## config.mk

```make
export PLATFORM = sky130hd
export DESIGN_NAME = ddr_target_top
export DESIGN_NICKNAME = d
export VERILOG_FILES = /design/src/source/ddr_ccc_pkg.sv /design/src/source/scl_edge_detect.sv /design/src/source/target_rx.sv /design/src/source/target_tx.sv /design/src/source/ccc_target.sv /design/src/source/ddr_target_top.sv
export SDC_FILE = /design/constraint.sdc
export NUM_CORES = 1
export LEC_CHECK = 0
export BUFFER_PORTS_ARGS = -buffer_cell sky130_fd_sc_hd__buf_2
export CAP_MARGIN = 10
export CORE_MARGIN = 2
export CORE_UTILIZATION = 30
export DETAILED_ROUTE_END_ITERATION = 10
export SLEW_MARGIN = 20
export SYNTH_ARGS = -nofsm -noshare
export SYNTH_HDL_FRONTEND = slang
export SYNTH_SLANG_ARGS = --single-unit
```

## constraint.sdc

```tcl
create_clock -name i_sys_clk -period 3.55 [get_ports i_sys_clk]
set_input_delay 0.1775 -clock i_sys_clk [delete_from_list [all_inputs] [get_ports i_sys_clk]]
set_output_delay 0.1775 -clock i_sys_clk [all_outputs]
set_load 0.01 [all_outputs]
```

## src/source/ddr_ccc_pkg.sv

```systemverilog
package ddr_ccc_pkg;

	// directed ccc codes
	localparam logic [6:0] P_CCC_SETMWL = 7'h09;
	localparam logic [6:0] P_CCC_SETMRL = 7'h0A;
	localparam logic [6:0] P_CCC_GETMWL = 7'h0B;
	localparam logic [6:0] P_CCC_GETMRL = 7'h0C;

	localparam logic [1:0] P_PRE_CMD  = 2'b01;
	localparam logic [1:0] P_PRE_DATA = 2'b11;
	localparam logic [1:0] P_PRE_CRC  = 2'b01;

	localparam logic [3:0] P_CRC_TOKEN = 4'b1100;
	localparam logic [4:0] P_CRC_INIT  = 5'b11111;
	localparam int         P_WORD_BITS = 20;

	// command payload minus the trailing pad bit
	typedef struct packed {
		logic       rnw;
		logic [6:0] ccc_code;
		logic [6:0] addr;
	} ccc_cmd_t;

	typedef struct packed {
		logic [15:0] payload;
		logic [1:0]  preamble;
		logic        parity_ok;
	} rx_word_t;

	typedef enum logic [1:0] {
		RX_CMD,
		RX_DATA,
		RX_CRC
	} rx_mode_t;

	// {xor of odd bits, inverted xor of even bits}
	function automatic logic [1:0] ddr_parity(input logic [15:0] data);
		logic odd;
		logic even;
		odd = 1'b0;
		even = 1'b0;
		for (int i = 0; i < 16; i += 2)
		begin
			even ^= data[i];
			odd ^= data[i + 1];
		end
		return {odd, ~even};
	endfunction

	// x^5 + x^2 + 1 applied msb first
	function automatic logic [4:0] crc5_byte(input logic [4:0] crc_in, input logic [7:0] data);
		logic [4:0] crc;
		logic       fb;
		crc = crc_in;
		for (int i = 7; i >= 0; i--)
		begin
			fb = crc[4] ^ data[i];
			crc = {crc[3:0], 1'b0} ^ {2'b00, fb, 1'b0, fb};
		end
		return crc;
	endfunction

endpackage

```

## src/source/scl_edge_detect.sv

```systemverilog
module scl_edge_detect #(
	parameter int SYNC_STAGES = 2
) (
	input  logic i_sys_clk,
	input  logic i_rst_n,
	input  logic i_scl,
	output logic o_scl_pos,
	output logic o_scl_neg
);

	logic [SYNC_STAGES-1:0] scl_sync;
	logic                   scl_cur;
	logic                   scl_prev;

	assign scl_cur = scl_sync[SYNC_STAGES-1];

	// scl idles high on the bus
	always_ff @(posedge i_sys_clk or negedge i_rst_n)
	begin
		if (!i_rst_n)
		begin
			scl_sync  <= '1;
			scl_prev  <= 1'b1;
			o_scl_pos <= 1'b0;
			o_scl_neg <= 1'b0;
		end
		else
		begin
			scl_sync  <= {scl_sync[SYNC_STAGES-2:0], i_scl};
			scl_prev  <= scl_cur;
			o_scl_pos <= scl_cur & ~scl_prev;
			o_scl_neg <= ~scl_cur & scl_prev;
		end
	end

endmodule

```

## src/source/target_rx.sv

```systemverilog
module target_rx #(
	parameter int SYNC_STAGES = 2
) (
	input  logic                  i_sys_clk,
	input  logic                  i_rst_n,
	input  logic                  i_sda,
	input  logic                  i_scl_pos,
	input  logic                  i_scl_neg,
	input  logic                  i_rx_en,
	input  ddr_ccc_pkg::rx_mode_t i_rx_mode,
	output ddr_ccc_pkg::rx_word_t o_rx_word,
	output logic                  o_crc_ok,
	output logic                  o_rx_done
);

	localparam int WORD_BITS = ddr_ccc_pkg::P_WORD_BITS;

	logic [SYNC_STAGES-1:0] sda_sync;
	logic                   sda_bit;
	logic                   scl_edge;
	logic [WORD_BITS-2:0]   shift_q;
	logic [WORD_BITS-1:0]   word_next;
	logic [15:0]            payload_next;
	logic [4:0]             bit_cnt;
	logic                   word_end;
	logic [4:0]             crc_run;
	logic                   crc_match;

	assign sda_bit      = sda_sync[SYNC_STAGES-1];
	assign scl_edge     = i_scl_pos | i_scl_neg;
	assign word_next    = {shift_q, sda_bit};
	assign payload_next = word_next[17:2];
	assign word_end     = i_rx_en && scl_edge && (bit_cnt == 5'(WORD_BITS - 1));

	// crc word carries the token in [17:14] and the crc-5 in [13:9]
	assign crc_match = (word_next[17:14] == ddr_ccc_pkg::P_CRC_TOKEN) &&
		(word_next[13:9] == crc_run);

	always_ff @(posedge i_sys_clk or negedge i_rst_n)
	begin
		if (!i_rst_n)
		begin
			sda_sync  <= '1;
			bit_cnt   <= '0;
			crc_run   <= ddr_ccc_pkg::P_CRC_INIT;
			o_crc_ok  <= 1'b0;
			o_rx_done <= 1'b0;
		end
		else
		begin
			sda_sync  <= {sda_sync[SYNC_STAGES-2:0], i_sda};
			o_rx_done <= word_end;
			if (!i_rx_en)
			begin
				bit_cnt <= '0;
				crc_run <= ddr_ccc_pkg::P_CRC_INIT;
			end
			else if (word_end)
			begin
				bit_cnt  <= '0;
				o_crc_ok <= (i_rx_mode == ddr_ccc_pkg::RX_CRC) && crc_match;
				// high byte first
				if (i_rx_mode == ddr_ccc_pkg::RX_DATA)
					crc_run <= ddr_ccc_pkg::crc5_byte(
						ddr_ccc_pkg::crc5_byte(crc_run, payload_next[15:8]),
						payload_next[7:0]);
			end
			else if (scl_edge)
			begin
				bit_cnt <= bit_cnt + 5'd1;
			end
		end
	end

	always_ff @(posedge i_sys_clk)
	begin
		if (i_rx_en && scl_edge)
			shift_q <= word_next[WORD_BITS-2:0];
		if (word_end)
		begin
			o_rx_word.payload   <= payload_next;
			o_rx_word.preamble  <= word_next[WORD_BITS-1:WORD_BITS-2];
			o_rx_word.parity_ok <= (word_next[1:0] == ddr_ccc_pkg::ddr_parity(payload_next));
		end
	end

endmodule

```

## src/source/target_tx.sv

```systemverilog
module target_tx (
	input  logic        i_sys_clk,
	input  logic        i_rst_n,
	input  logic        i_scl_pos,
	input  logic        i_scl_neg,
	input  logic        i_tx_en,
	input  logic [15:0] i_tx_data,
	output logic        o_sda,
	output logic        o_sda_oe,
	output logic        o_tx_done
);

	localparam int FRAME_BITS = 2 * ddr_ccc_pkg::P_WORD_BITS;

	logic [FRAME_BITS-1:0] frame;
	logic [FRAME_BITS-2:0] shift_q;
	logic [4:0]            crc;
	logic [5:0]            bit_cnt;
	logic                  scl_edge;
	logic                  last_edge;

	assign crc = ddr_ccc_pkg::crc5_byte(
		ddr_ccc_pkg::crc5_byte(ddr_ccc_pkg::P_CRC_INIT, i_tx_data[15:8]), i_tx_data[7:0]);

	// data word, then crc word padded with zeros
	assign frame = {ddr_ccc_pkg::P_PRE_DATA, i_tx_data, ddr_ccc_pkg::ddr_parity(i_tx_data),
		ddr_ccc_pkg::P_PRE_CRC, ddr_ccc_pkg::P_CRC_TOKEN, crc, 9'd0};

	assign scl_edge  = i_scl_pos | i_scl_neg;
	assign last_edge = (bit_cnt == 6'(FRAME_BITS - 1));

	always_ff @(posedge i_sys_clk or negedge i_rst_n)
	begin
		if (!i_rst_n)
		begin
			o_sda     <= 1'b1;
			o_sda_oe  <= 1'b0;
			o_tx_done <= 1'b0;
			bit_cnt   <= '0;
		end
		else
		begin
			o_tx_done <= 1'b0;
			if (i_tx_en)
			begin
				o_sda    <= frame[FRAME_BITS-1];
				o_sda_oe <= 1'b1;
				bit_cnt  <= '0;
			end
			else if (o_sda_oe && scl_edge)
			begin
				if (last_edge)
				begin
					// release the line
					o_sda     <= 1'b1;
					o_sda_oe  <= 1'b0;
					o_tx_done <= 1'b1;
					bit_cnt   <= '0;
				end
				else
				begin
					o_sda   <= shift_q[FRAME_BITS-2];
					bit_cnt <= bit_cnt + 6'd1;
				end
			end
		end
	end

	always_ff @(posedge i_sys_clk)
	begin
		if (i_tx_en)
			shift_q <= frame[FRAME_BITS-2:0];
		else if (o_sda_oe && scl_edge)
			shift_q <= {shift_q[FRAME_BITS-3:0], 1'b0};
	end

endmodule

```

## src/source/ccc_target.sv

```systemverilog
module ccc_target #(
	parameter logic [6:0] TARGET_ADDR = 7'h3A
) (
	input  logic                  i_sys_clk,
	input  logic                  i_rst_n,
	input  logic                  i_engine_en,
	input  ddr_ccc_pkg::rx_word_t i_rx_word,
	input  logic                  i_crc_ok,
	input  logic                  i_rx_done,
	input  logic                  i_tx_done,
	output logic                  o_rx_en,
	output ddr_ccc_pkg::rx_mode_t o_rx_mode,
	output logic                  o_tx_en,
	output logic [15:0]           o_tx_data,
	output logic                  o_engine_done,
	output logic                  o_error,
	output logic [15:0]           o_mwl,
	output logic [15:0]           o_mrl
);

	typedef enum logic [2:0] {IDLE, CMD, DATA, CRC, SEND, FINISH} state_t;

	state_t                state;
	ddr_ccc_pkg::ccc_cmd_t cmd;
	logic                  cmd_ok;
	logic                  is_set;
	logic                  is_get;
	logic                  sel_mrl;
	logic                  data_err;
	logic                  crc_pass;
	logic [15:0]           pending;

	// last payload bit is padding
	assign cmd    = i_rx_word.payload[15:1];
	assign cmd_ok = (i_rx_word.preamble == ddr_ccc_pkg::P_PRE_CMD) && i_rx_word.parity_ok;
	assign is_set = !cmd.rnw && (cmd.ccc_code == ddr_ccc_pkg::P_CCC_SETMWL ||
		cmd.ccc_code == ddr_ccc_pkg::P_CCC_SETMRL);
	assign is_get = cmd.rnw && (cmd.ccc_code == ddr_ccc_pkg::P_CCC_GETMWL ||
		cmd.ccc_code == ddr_ccc_pkg::P_CCC_GETMRL);
	assign crc_pass = (i_rx_word.preamble == ddr_ccc_pkg::P_PRE_CRC) && i_crc_ok && !data_err;

	assign o_rx_en       = (state == CMD) || (state == DATA) || (state == CRC);
	assign o_engine_done = (state == FINISH);

	always_comb
	begin
		case (state)
			DATA:    o_rx_mode = ddr_ccc_pkg::RX_DATA;
			CRC:     o_rx_mode = ddr_ccc_pkg::RX_CRC;
			default: o_rx_mode = ddr_ccc_pkg::RX_CMD;
		endcase
	end

	always_ff @(posedge i_sys_clk or negedge i_rst_n)
	begin
		if (!i_rst_n)
		begin
			state    <= IDLE;
			o_tx_en  <= 1'b0;
			o_error  <= 1'b0;
			o_mwl    <= '0;
			o_mrl    <= '0;
			sel_mrl  <= 1'b0;
			data_err <= 1'b0;
		end
		else
		begin
			o_tx_en <= 1'b0;
			case (state)
				IDLE:
				begin
					if (i_engine_en)
					begin
						state    <= CMD;
						o_error  <= 1'b0;
						data_err <= 1'b0;
					end
				end
				CMD:
				begin
					if (i_rx_done)
					begin
						sel_mrl <= (cmd.ccc_code == ddr_ccc_pkg::P_CCC_SETMRL) ||
							(cmd.ccc_code == ddr_ccc_pkg::P_CCC_GETMRL);
						if (!cmd_ok)
						begin
							o_error <= 1'b1;
							state   <= FINISH;
						end
						// commands for other targets are dropped quietly
						else if (cmd.addr != TARGET_ADDR)
							state <= IDLE;
						else if (is_set)
							state <= DATA;
						else if (is_get)
						begin
							o_tx_en <= 1'b1;
							state   <= SEND;
						end
						else
						begin
							o_error <= 1'b1;
							state   <= FINISH;
						end
					end
				end
				DATA:
				begin
					// bad data word still waits for the crc word
					if (i_rx_done)
					begin
						data_err <= (i_rx_word.preamble != ddr_ccc_pkg::P_PRE_DATA) ||
							!i_rx_word.parity_ok;
						state    <= CRC;
					end
				end
				CRC:
				begin
					if (i_rx_done)
					begin
						if (crc_pass && sel_mrl)
							o_mrl <= pending;
						else if (crc_pass)
							o_mwl <= pending;
						o_error <= !crc_pass;
						state   <= FINISH;
					end
				end
				SEND:
				begin
					if (i_tx_done)
						state <= FINISH;
				end
				default:
				begin
					state <= IDLE;
				end
			endcase
		end
	end

	always_ff @(posedge i_sys_clk)
	begin
		if (state == DATA && i_rx_done)
			pending <= i_rx_word.payload;
		if (state == CMD && i_rx_done)
			o_tx_data <= (cmd.ccc_code == ddr_ccc_pkg::P_CCC_GETMRL) ? o_mrl : o_mwl;
	end

endmodule

```

## src/source/ddr_target_top.sv

```systemverilog
module ddr_target_top #(
	parameter int         SYNC_STAGES = 2,
	parameter logic [6:0] TARGET_ADDR = 7'h3A
) (
	input  logic        i_sys_clk,
	input  logic        i_rst_n,
	input  logic        i_engine_en,
	input  logic        i_scl,
	input  logic        i_sda,
	output logic        o_sda,
	output logic        o_sda_oe,
	output logic        o_engine_done,
	output logic        o_error,
	output logic [15:0] o_mwl,
	output logic [15:0] o_mrl
);

	logic                  scl_pos;
	logic                  scl_neg;
	logic                  rx_en;
	ddr_ccc_pkg::rx_mode_t rx_mode;
	ddr_ccc_pkg::rx_word_t rx_word;
	logic                  crc_ok;
	logic                  rx_done;
	logic                  tx_en;
	logic [15:0]           tx_data;
	logic                  tx_done;

	scl_edge_detect #(
		.SYNC_STAGES (SYNC_STAGES)
	) u_scl_edge (
		.i_sys_clk (i_sys_clk),
		.i_rst_n   (i_rst_n),
		.i_scl     (i_scl),
		.o_scl_pos (scl_pos),
		.o_scl_neg (scl_neg)
	);

	// same sync depth as scl keeps sda aligned to the edge pulses
	target_rx #(
		.SYNC_STAGES (SYNC_STAGES)
	) u_rx (
		.i_sys_clk (i_sys_clk),
		.i_rst_n   (i_rst_n),
		.i_sda     (i_sda),
		.i_scl_pos (scl_pos),
		.i_scl_neg (scl_neg),
		.i_rx_en   (rx_en),
		.i_rx_mode (rx_mode),
		.o_rx_word (rx_word),
		.o_crc_ok  (crc_ok),
		.o_rx_done (rx_done)
	);

	target_tx u_tx (
		.i_sys_clk (i_sys_clk),
		.i_rst_n   (i_rst_n),
		.i_scl_pos (scl_pos),
		.i_scl_neg (scl_neg),
		.i_tx_en   (tx_en),
		.i_tx_data (tx_data),
		.o_sda     (o_sda),
		.o_sda_oe  (o_sda_oe),
		.o_tx_done (tx_done)
	);

	ccc_target #(
		.TARGET_ADDR (TARGET_ADDR)
	) u_ccc (
		.i_sys_clk     (i_sys_clk),
		.i_rst_n       (i_rst_n),
		.i_engine_en   (i_engine_en),
		.i_rx_word     (rx_word),
		.i_crc_ok      (crc_ok),
		.i_rx_done     (rx_done),
		.i_tx_done     (tx_done),
		.o_rx_en       (rx_en),
		.o_rx_mode     (rx_mode),
		.o_tx_en       (tx_en),
		.o_tx_data     (tx_data),
		.o_engine_done (o_engine_done),
		.o_error       (o_error),
		.o_mwl         (o_mwl),
		.o_mrl         (o_mrl)
	);

endmodule

```

# Yosys cells after proc, flatten, opt, wreduce, memory -nomap -nowiden
# Cells that the tools add are included.
[totals]
register_bits = 167
out_inout_bits = 36
wordCells = 245
input_bits = 5
[classes]
muxes = 48
eq_ne = 30
n_reduce_logical = 37
bitwise = 100
add_sub_neg = 2
[ops]
columns = ["cell", "n"]
rows = [
  ["$xor 5x3->5", 31],
  ["$mux 38", 2],
  ["$xor 1x1->1", 59],
  ["$mux 5", 6],
  ["$eq 7x4->1 const B", 4],
  ["$mux 1", 24],
  ["$mux 3", 8],
  ["$mux 6", 3],
  ["$mux 16", 1],
  ["$ne 2x2->1 const B", 8],
  ["$pmux 3 s5", 1],
  ["$logic_and 1x1->1", 13],
  ["$ne 3x3->1 const B", 4],
  ["$reduce_and 2->1", 4],
  ["$ne 7x6->1 const B", 1],
  ["$reduce_and 7->1", 1],
  ["$add 6x1->6 const B", 1],
  ["$eq 3x2->1 const B", 2],
  ["$eq 3x3->1 const B", 2],
  ["$eq 6x6->1 const B", 1],
  ["$logic_or 1x1->1", 6],
  ["$not 1->1", 6],
  ["$reduce_and 3->1", 2],
  ["$reduce_bool 2->1", 3],
  ["19 further kinds", 24],
]

# Logic depth before layout (Yosys ltp)
# Gate-level depths: netlist of the first run.
[logic_depth]
depth_word = 35
mapped_depth = 7

# Cells and area by module
# From an unflattened synthesis of the first run, not the netlist that was laid out.
[unflattened]
hier_cells = 545
hier_area_um2 = 7457.2
[by_module_without_submodules]
columns = ["module", "cells_each", "n_inst", "seq_area_each_um2", "area_each_um2"]
rows = [
  ["ccc_target", 197, 1, 1936.9, 2987.9],
  ["target_rx", 144, 1, 1500.2, 2308.5],
  ["target_tx", 197, 1, 1057.3, 2016.9],
  ["scl_edge_detect", 7, 1, 128.9, 143.9],
]

# Least setup slack after synthesis of the first run
# OpenSTA, ideal clock, no wires.
[synth_timing]
path_kind = "flip-flop to flip-flop"
startpoint = "reg u_ccc.state[1]"
endpoint = "reg u_rx.o_rx_word[0] in the netlist's numbering (enable)"
synth_period_minus_slack_ps = 2661
setup_slack_ps = 889
t_arrival_ps = 2286
path_stages_with_launch = 6
setup_time_ps = 374
cell_sequence = "dfrtp_1 -> clkbuf_1 -> o21bai_1 -> nor2_1 -> nand2_1 -> inv_1"
[synth_via]
elab_chain_cells = 5
[synth_lines]
columns = ["element", "line_no", "text"]
rows = [
  ["start, declared", "ccc_target.sv:23", "state_t state;"],
  ["start signal, assigned", "ccc_target.sv:58", "state <= IDLE;"],
  ["start signal, assigned", "ccc_target.sv:74", "state <= CMD;"],
  ["start signal, assigned", "ccc_target.sv:88", "state <= FINISH;"],
  ["$eq 3x1->1 / $eq 3x2->1 (equally long branches)", "ccc_target.sv:42", "assign o_rx_en = (state == CMD) || (state == DATA) || (state == CRC);"],
  ["$logic_or 1x1->1", "ccc_target.sv:42", ""],
  ["$logic_or 1x1->1 (*)", "ccc_target.sv:42", ""],
  ["$logic_and 1x1->1 (*) (2 in series)", "target_rx.sv:33", "assign word_end = i_rx_en && scl_edge && (bit_cnt == 5'(WORD_BITS - 1));"],
  ["net u_rx.word_end", "target_rx.sv:25", "logic word_end;"],
  ["end, declared", "target_rx.sv:11", "output ddr_ccc_pkg::rx_word_t o_rx_word,"],
]
# Mark *: on every way through the listed nets, which the timed path passes. The rest lies on a longest branch.
# A chain may end at the register's enable or synchronous reset.

# Final worst setup path of the first run
[layout_timing]
startpoint = "reg u_ccc.state[0]"
endpoint = "reg u_rx.o_rx_word[8] in the netlist's numbering (enable)"
# Same word-level chain as after synthesis.

==> impl_metrics.ini, run 1 <==
[status]
status = completed

[global_route]
grt_start_max_net_pins = 68
antenna_found_initial = 0
grt_pass1_wl_um = 22900
grt_pass1_vias = 4132
track_usage_pct = 11.6
overflow = 0

[cts]
cts.path.max_buffers = 2
cts_sinks = 167
postCtsSetupBuffers = 0
hold_buffers = 3
cts_buffers = 17
cts_tree = done
post_cts_resized = 0
cts-root-buf = clkbuf_16
htree_levels = 4
clk-insertion-delay-late_ns = 0.43
path_clk_slew_ns = 0.07

[final_layout]
finalNetCount = 595
diodes = 0
seqCellArea_um2 = 4620
area_growth_pct = 15.9
drive_gt1_share_pct = 24.5
finalInstanceArea_um2 = 8510
multi_input_area_um2 = 2620
layout_common_cells = edfxtp_1, nand2_1, dfrtp_1
postLayoutCoreUtil_pct = 35.2
final_common_cell = edfxtp_1
fillers = 2355

[hold_path]
min_from = i_engine_en
hold_depth = 4
hp-class = input pin to flop
hold_end = u_ccc.state[0]$_DFFE_PN0P_

[routing]
routed_wl_um = 14000
drtPass1Iterations = 6
drc = 0
ant_nets = 0
vias_per_cell = 4.43
vias = 4100
wire_per_inst_um = 15.2
drt_iter0_drc = 285

[worst_setup_path]
worst-path-max-fanout = 20
cp_cell_sequence = o21bai_1 > nor2_1 > buf_4 > nand2_1 > inv_1
ff2ff_path_depth = 5
cp_num_cells = 5
critical_path_class = flop to flop
critical_path_required_ns = 3.61
critPathLaunchType = flop
r2r_end = u_rx.o_rx_word[8]$_DFFE_PP_
crit_family = buffers and inverters
reg2reg_from = u_ccc.state[0]$_DFFE_PN0P_
critPathArrivalTime_ns = 2.55
crit_buf_inv = 2
rrSetupSlack_ns = 1.07
cpMaxStageDelayCell = inv_1
crit_path_end_kind = flop
critical_path.max_stage_delay_ns = 0.58

[timing]
finalSetupTns_ns = 0
rsz0062_at_grt = false
fin_skew_ns = 0.00854
fin_crit_ns = 2.48
setup_viol = 0
tightest_slew_ns = 0.945
drv_slew = 0
maxSlewHeadroom_pct = 36.7
final.setup.worst_slack_ns = 1.07
clock.fmax_ghz = 0.403
final-hold-violation-count = 0
min_period_over_period_pct = 70.0

[floorplan]
die_h_um = 160
io_pins = 41
die_w_um = 160
die-area_um2 = 25700
core_area_um2 = 24200
std_cell_rows = 57
start_util_pct = 30.4

[synthesis]
synth_cell_types = 52
synth_edf_count = 93
synthCells = 541
synth_nets = 548
ys_top_cells_by_area = edfxtp_1, dfrtp_1, mux2_2, xnor2_1, dfstp_2
synth-seq-area-share_pct = 63.0
yosys.area.top_type = edfxtp_1
yosys_warnings = 0
synth.ff_latch_count = 167
synth.cell_area_um2 = 7340
ys.flop_type = edfxtp_1
netlist.area_leader.share_pct = 38.0
avgSynthCellArea_um2 = 13.6
async_reset_ff_share_pct = 40.1

[placed_design]
gp_congestion = 0.809
place_ws_ns = 1.04
dp_hpwl_um = 9790
numPortBuffers = 40
post_dp_cell_area_um2 = 7910

[pwr]
p_per_area_nw_per_um2 = 593
leakagePower_nw = 3.41
power.total_mw = 5.04
vdd_ir_drop_max_mv = 0.514

[job]
cap_violations = 0
==> Yosys cell counts (2+ instances only) <==
library cell,number
nand2b_1,4
nand4_1,5
mux2_2,51
inv_1,4
xnor3_1,8
nor4bb_1,2
dfstp_2,11
ha_1,2
o21ai_0,28
nor2_1,28
dfrtp_1,56
clkbuf_1,17
nand3_1,4
xor2_1,20
nand3b_1,5
nand2_1,68
nor2b_1,7
and2_1,4
edfxtp_1,93
buf_2,5
mux2i_1,6
xnor2_2,3
xnor2_1,52
a22o_1,3
a21oi_1,13
nor4b_1,2
dfxtp_1,7
nor3_1,9
==> sequential cells by signal, indices dropped and copies added, names as in the netlist, 3 cells and up <==
| register | count |
|---|---|
| u_rx.shift_q | 19 |
| u_tx.bit_cnt | 6 |
| u_rx.crc_run | 5 |
| u_ccc.state | 3 |
| u_tx.shift_q | 30 |
| u_ccc.o_tx_data | 16 |
| u_ccc.pending | 16 |
| u_rx.o_rx_word | 19 |
| u_ccc.o_mrl | 16 |
| u_rx.bit_cnt | 5 |
| u_ccc.o_mwl | 16 |
==> report_power, final <==
group	switching, mW	internal (mW)	leakage [nW]
logic	0.433	0.505	1.32
registers	0.154	2.19	1.81
clock network	0.827	0.932	0.276
total	1.41	3.63	3.41
==> stage by stage <==
stage / cells / hold slack, ns
after floorplan: 541 / -0.118
after global placement: 890 / 0.284
after detailed placement: 890 / 0.284
after CTS: 925 / 0.261
after global routing: 925 / 0.303
final: 925 / 0.280
==> worst max path at each step <==
stage                               start                            to  slack (ns)
2_1_floorplan  u_ccc.state[1]$_DFFE_PN0P_   u_rx.o_rx_word[0]$_DFFE_PP_        0.89
3_3_place_gp   u_ccc.state[0]$_DFFE_PN0P_   u_rx.o_rx_word[8]$_DFFE_PP_        1.10
3_5_place_dp   u_ccc.state[0]$_DFFE_PN0P_  u_rx.o_rx_word[10]$_DFFE_PP_        1.04
4_1_cts        u_ccc.state[0]$_DFFE_PN0P_  u_rx.o_rx_word[11]$_DFFE_PP_        1.04
5_1_grt        u_ccc.state[0]$_DFFE_PN0P_   u_rx.o_rx_word[3]$_DFFE_PP_        0.88
6_report       u_ccc.state[0]$_DFFE_PN0P_   u_rx.o_rx_word[8]$_DFFE_PP_        1.07
==> tightest hold or removal path, delay by kind of cell <==
family / cells / cell delay [ns]
AOI/OAI and AO/OA: 2 / 0.25
buffers and inverters: 1 / 0.11
muxes: 1 / 0.12
==> area by class of cell <==
type,count,share of cell area [%]
flip-flops and latches,167,54.3
multi-input cells,348,30.7
clock buffers,18,5.04
well taps,324,4.77
repair buffers,50,3.35
clock inverters,14,1.57
inverters,4,0.176
==> per-layer routing <==
metal	vias to the layer above	share of wire [%]	GRT usage (%)
li1	2010	-	-
met1	2020	46	14.7
met2	51	50	19.1
met3	19	2.8	3.13
met4	0	1.5	4.18
met5	-	0	0
==> cell families (layout without fill, tap and decap cells) <==
kind of cell	Yosys count	in the layout	synth area share, %
flip-flops	167	167	63.0
AND/OR/NAND/NOR	147	147	9.43
XOR/XNOR	86	86	12.7
multiplexers	57	57	8.64
AO/OA/AOI/OAI	56	56	4.45
buffers and inverters	26	86	1.41
adder cells (fa/ha/maj)	2	2	0.341
Note: power is estimated with default switching activity, not from simulation.
==> run 2: changes to the inputs <==
==> constraint.sdc (replaced) <==
create_clock -name i_sys_clk -period 2.4 [get_ports i_sys_clk]
set_input_delay 0.12 -clock i_sys_clk [delete_from_list [all_inputs] [get_ports i_sys_clk]]
set_output_delay 0.12 -clock i_sys_clk [all_outputs]
set_load 0.01 [all_outputs]
==> impl_metrics.ini, run 2 (synthesized netlist as in run 1, its figures left out) <==
[status]
status = completed

[pwr]
p_sw_share_pct = 27.1
p_comb_share_pct = 19.0
leakagePower_nw = 3.45
p_per_area_nw_per_um2 = 887
vdd_ir_drop_max_mv = 0.906
seqPwrFrac_pct = 45.2
pwr-share-clk_pct = 35.8
switchingPower_mw = 2.06
intPower_mw = 5.57

[worst_setup_path]
critical_path_required_ns = 2.58
rrSetupSlack_ns = 0.24
reg2reg_from = u_rx.o_rx_word[17]$_DFFE_PP_
cp_cell_sequence = or4b_1 > or2_1 > mux2_2
critPathLaunchType = flop
worst-path-max-fanout = 16
cpMaxStageDelayCell = or4b_1
critical_path_class = flop to flop
critical_path.max_stage_delay_ns = 0.61
ff2ff_path_depth = 3
r2r_end = u_ccc.o_tx_data[6]$_DFFE_PP_
crit_path_end_kind = flop
critPathArrivalTime_ns = 2.34

[final_layout]
final_common_cell = edfxtp_1
layout_common_cells = edfxtp_1, nand2_1, dfrtp_1
diodes = 0
finalNetCount = 603
largestRegisters = u_tx.shift_q: 30 flops, u_rx.o_rx_word: 19 flops, u_rx.shift_q: 19 flops
finalInstanceArea_um2 = 8600
fin_cells = 933
area_growth_pct = 17.1
drive_gt1_share_pct = 25.8
largest_register = u_tx.shift_q
largest_reg_flops = 30

[global_route]
antenna_found_initial = 0
grt_pass1_vias = 4169
grt_pass1_wl_um = 23200
overflow = 0
track_usage_pct = 11.6
grt_start_max_net_pins = 68

[cts]
cts_sinks = 167
path_clk_slew_ns = 0.07
postCtsSetupBuffers = 0
cts-root-buf = clkbuf_16
cts.path.max_buffers = 2
cts_tree = done
clk-insertion-delay-late_ns = 0.43
htree_levels = 4
cts_buffers = 17

[hold_path]
hold_end = u_ccc.state[0]$_DFFE_PN0P_
hp-class = input pin to flop
min_from = i_engine_en
hold_depth = 4

[floorplan]
die_w_um = 160
core_area_um2 = 24200
std_cell_rows = 57
io_pins = 41
die-area_um2 = 25700
die_h_um = 160
start_util_pct = 30.4

[timing]
tightest_slew_ns = 0.884
finalSetupTns_ns = 0
final-hold-violation-count = 0
clock.fmax_ghz = 0.463
fin_crit_ns = 2.16
hold_ws_ns = 0.226
fin_skew_ns = 0.00869
maxSlewHeadroom_pct = 41.1
min_period_over_period_pct = 89.9
drv_slew = 0
rsz0062_at_grt = false
setup_viol = 0

[routing]
drtPass1Iterations = 4
ant_nets = 0
drc = 0
vias = 4137
vias_per_cell = 4.43
routed_wl_um = 14000
drt_iter0_drc = 235
wire_per_inst_um = 15.0

[job]
cap_violations = 0

[placed_design]
gp_congestion = 0.759
dp_hpwl_um = 9780
dp.cells = 898
post_dp_cell_area_um2 = 7980
numPortBuffers = 40
-- run 2: layout make-up --
cell class                      count  area (um^2)
Clock inverter                     15          166
Inverter                            4         15.0
Tap cell                          324          405
Multi-Input combinational cell    348         2620
Sequential cell                   167         4620
Clock buffer                       17          425
Fill cell                        2327        15600
Timing Repair Buffer               58          345
-- run 2: critical path: cells and delay by family (launching register included) --
kind / cells / cell delay (ns)
flops: 1 / 0.37
mux: 1 / 0.39
simple gates: 2 / 1.14
-- run 2: worst max path at each step --
stage	to	startpoint	slack (ns)	cells after the start
floorplan	u_rx.o_rx_word[0]$_DFFE_PP_	u_ccc.state[1]$_DFFE_PN0P_	0.09	5
global placement	u_ccc.o_tx_data[8]$_DFFE_PP_	u_rx.o_rx_word[17]$_DFFE_PP_	0.24	3
detailed placement	u_ccc.o_tx_data[6]$_DFFE_PP_	u_rx.o_rx_word[17]$_DFFE_PP_	0.22	3
CTS	u_ccc.o_tx_data[9]$_DFFE_PP_	u_rx.o_rx_word[17]$_DFFE_PP_	0.21	3
global route	u_ccc.o_tx_data[2]$_DFFE_PP_	u_rx.o_rx_word[17]$_DFFE_PP_	0.12	3
finish	u_ccc.o_tx_data[6]$_DFFE_PP_	u_rx.o_rx_word[17]$_DFFE_PP_	0.24	3
-- run 2: per-stage QoR --
stage	utilization [%]	worst slack [ns]	power (mW)
CTS	35.6	0.205	7.73
floorplan	-	0.0935	4.63
finish	35.6	0.241	7.63
global placement	33.0	0.240	4.98
detailed placement	33.0	0.216	4.98
global route	35.6	0.118	8.00
-- run 2: layer usage --
| layer | vias up | routed length, um | global-route usage [%] |
|---|---|---|---|
| li1 | 2025 | - | - |
| met1 | 2042 | 6340 | 14.8 |
| met2 | 52 | 7090 | 19.2 |
| met3 | 18 | 355 | 2.58 |
| met4 | 0 | 251 | 4.22 |
| met5 | - | 0 | 0 |
-- run 2: repair_timing --
item / 4_1_cts / 5_1_grt
endpoints found under the hold margin: 58 / 0
hold buffers: 3 / 0
endpoints found under the setup margin: 0 / 0
resized for setup: 0 / 0
-- run 2: power by group through the flow --
stage	clock network (mW)	registers, mW	logic, mW
2_1_floorplan	0	3.42	1.21
3_3_place_gp	0	3.51	1.47
3_5_place_dp	0	3.51	1.47
4_1_cts	2.79	3.45	1.49
5_1_grt	2.90	3.48	1.61
6_report	2.73	3.45	1.45
==> run 3: changes to the inputs <==
--- a/config.mk
+++ b/config.mk
@@ -7,6 +7,7 @@
 export LEC_CHECK = 0
 export BUFFER_PORTS_ARGS = -buffer_cell sky130_fd_sc_hd__buf_2
 export CAP_MARGIN = 10
+export CORE_ASPECT_RATIO = 1.25
 export CORE_MARGIN = 2
 export CORE_UTILIZATION = 30
 export DETAILED_ROUTE_END_ITERATION = 10
==> impl_metrics.ini, run 3 (synthesized netlist as in run 1, its figures left out) <==
[pwr]
p_sw_share_pct = 26.1
vdd_ir_drop_max_mv = 0.861
p_per_area_nw_per_um2 = 889
leakagePower_nw = 3.51
power.total_mw = 7.74
intPower_mw = 5.72
p_comb_share_pct = 19.1
switchingPower_mw = 2.02
seqPwrFrac_pct = 44.5
pwr-share-clk_pct = 36.3

[floorplan]
die_w_um = 144
die-area_um2 = 25700
die_h_um = 179
core_area_um2 = 24300
std_cell_rows = 64
io_pins = 41
start_util_pct = 30.2

[timing]
rsz0062_at_grt = false
maxSlewHeadroom_pct = 64.0
setup_viol = 0
fin_skew_ns = 0.00917
final.setup.worst_slack_ns = 0.305
min_period_over_period_pct = 87.3
tightest_slew_ns = 0.541
fin_crit_ns = 2.09
clock.fmax_ghz = 0.477
final-hold-violation-count = 0
drv_slew = 0
finalSetupTns_ns = 0

[final_layout]
layout_common_cells = edfxtp_1, nand2_1, dfrtp_1
diodes = 0
largest_register = u_tx.shift_q
area_growth_pct = 18.5
final_common_cell = edfxtp_1
drive_gt1_share_pct = 26.2
fillers = 2334
largestRegisters = u_tx.shift_q: 30 flops, u_rx.o_rx_word: 19 flops, u_rx.shift_q: 19 flops
largest_reg_flops = 30
finalInstanceArea_um2 = 8700
finalNetCount = 609

[worst_setup_path]
critPathLaunchType = flop
ff2ff_path_depth = 5
critical_path_class = flop to flop
worst-path-max-fanout = 3
crit_path_end_kind = flop
critPathArrivalTime_ns = 2.28
critical_path_required_ns = 2.59

[cts]
postCtsSetupBuffers = 0
path_clk_slew_ns = 0.06
htree_levels = 4
cts_sinks = 167
cts-root-buf = clkbuf_16
cts_tree = done
clk-insertion-delay-late_ns = 0.43
cts.path.max_buffers = 2
cts_buffers = 17

[global_route]
grt_pass1_vias = 4273
antenna_found_initial = 0
overflow = 0
track_usage_pct = 12.0
grt_start_max_net_pins = 50
grt_pass1_wl_um = 23300

[routing]
ant_nets = 0
vias_per_cell = 4.41
routed_wl_um = 14400
vias = 4169
drt_iter0_drc = 361
drtPass1Iterations = 4
drc = 0
wire_per_inst_um = 15.2

[placed_design]
gp_congestion = 0.792
numPortBuffers = 40
dp_hpwl_um = 10400
post_dp_cell_area_um2 = 8040
place_ws_ns = 0.299

[hold_path]
hp-class = input pin to flop
hold_depth = 4

[status]
status = completed

[job]
cap_violations = 0
## run 3: changes by cell type in the layout (fill, tap and decap cells not counted)
cell	previous run	this run
clkinv_2	1	0
buf_12	0	1
buf_4	16	20
clkbuf_8	0	2
clkinvlp_4	5	1
clkbuf_1	0	2
clkbuf_16	17	22
buf_2	39	40
inv_6	5	0
inv_4	0	3
clkinv_4	1	2
bufinv_16	2	0
inv_8	1	0
## run 3: power by group through the flow
stage | registers, mW | clock network [mW] | logic, mW
finish | 3.44 | 2.81 | 1.48
global route | 3.47 | 2.99 | 1.64
CTS | 3.45 | 2.87 | 1.51
detailed placement | 3.51 | 0 | 1.50
global placement | 3.50 | 0 | 1.50
floorplan | 3.42 | 0 | 1.21
## run 3: layout make-up
cell class	count	area, um^2	share of cell area, %
Clock buffer	26	586	6.73
Inverter	4	15.0	0.173
Clock inverter	6	43.8	0.503
Timing Repair Buffer	64	400	4.60
Sequential cell	167	4620	53.2
Multi-Input combinational cell	348	2620	30.1
Tap cell	330	413	4.75
## run 3: path summary, 6_finish.rpt
path / startpoint / to / slack, ns
setup / recovery: u_ccc.o_tx_data[13]$_DFFE_PP_ / u_tx.shift_q[12]$_DFFE_PP_ / 0.31
hold / removal: i_engine_en / u_ccc.state[0]$_DFFE_PN0P_ / 0.21
setup reg to reg: u_ccc.o_tx_data[13]$_DFFE_PP_ / u_tx.shift_q[12]$_DFFE_PP_ / 0.31
hold reg to reg: u_rx.sda_sync[0]$_DFF_PN1_ / u_rx.sda_sync[1]$_DFF_PN1_ / 0.36
max in group asynchronous: i_rst_n / u_tx.o_sda$_DFFE_PN1P_ / 1.70
min in group asynchronous: i_rst_n / u_ccc.o_mwl[4]$_DFFE_PN0P_ / 0.25
## run 3: repair_timing
action | CTS | global route
resized for setup | 0 | 0
endpoints found under the hold margin | 58 | 0
hold buffers | 3 | 0
## run 3: worst max-delay path, stage by stage, from the launching register on
cell and delay [ns]:
edfxtp_1 0.45, xnor2_2 0.25, xnor3_1 0.37, xnor3_1 0.42, xor2_1 0.18, a22o_1 0.18
## run 3: per-layer routing
layer	global-route usage [%]	wire (um)	up-vias
li1	-	-	2029
met1	13.8	5810	2068
met2	20.8	7700	53
met3	4.30	644	19
met4	4.21	250	0
met5	0	0	-
## run 3: through the flow
stage	std cells	utilization, %	hold slack, ns
floorplan	541	-	-0.176
global placement	910	33.1	0.170
detailed placement	910	33.1	0.175
CTS	945	35.8	0.191
global route	945	35.8	0.232
finish	945	35.8	0.207
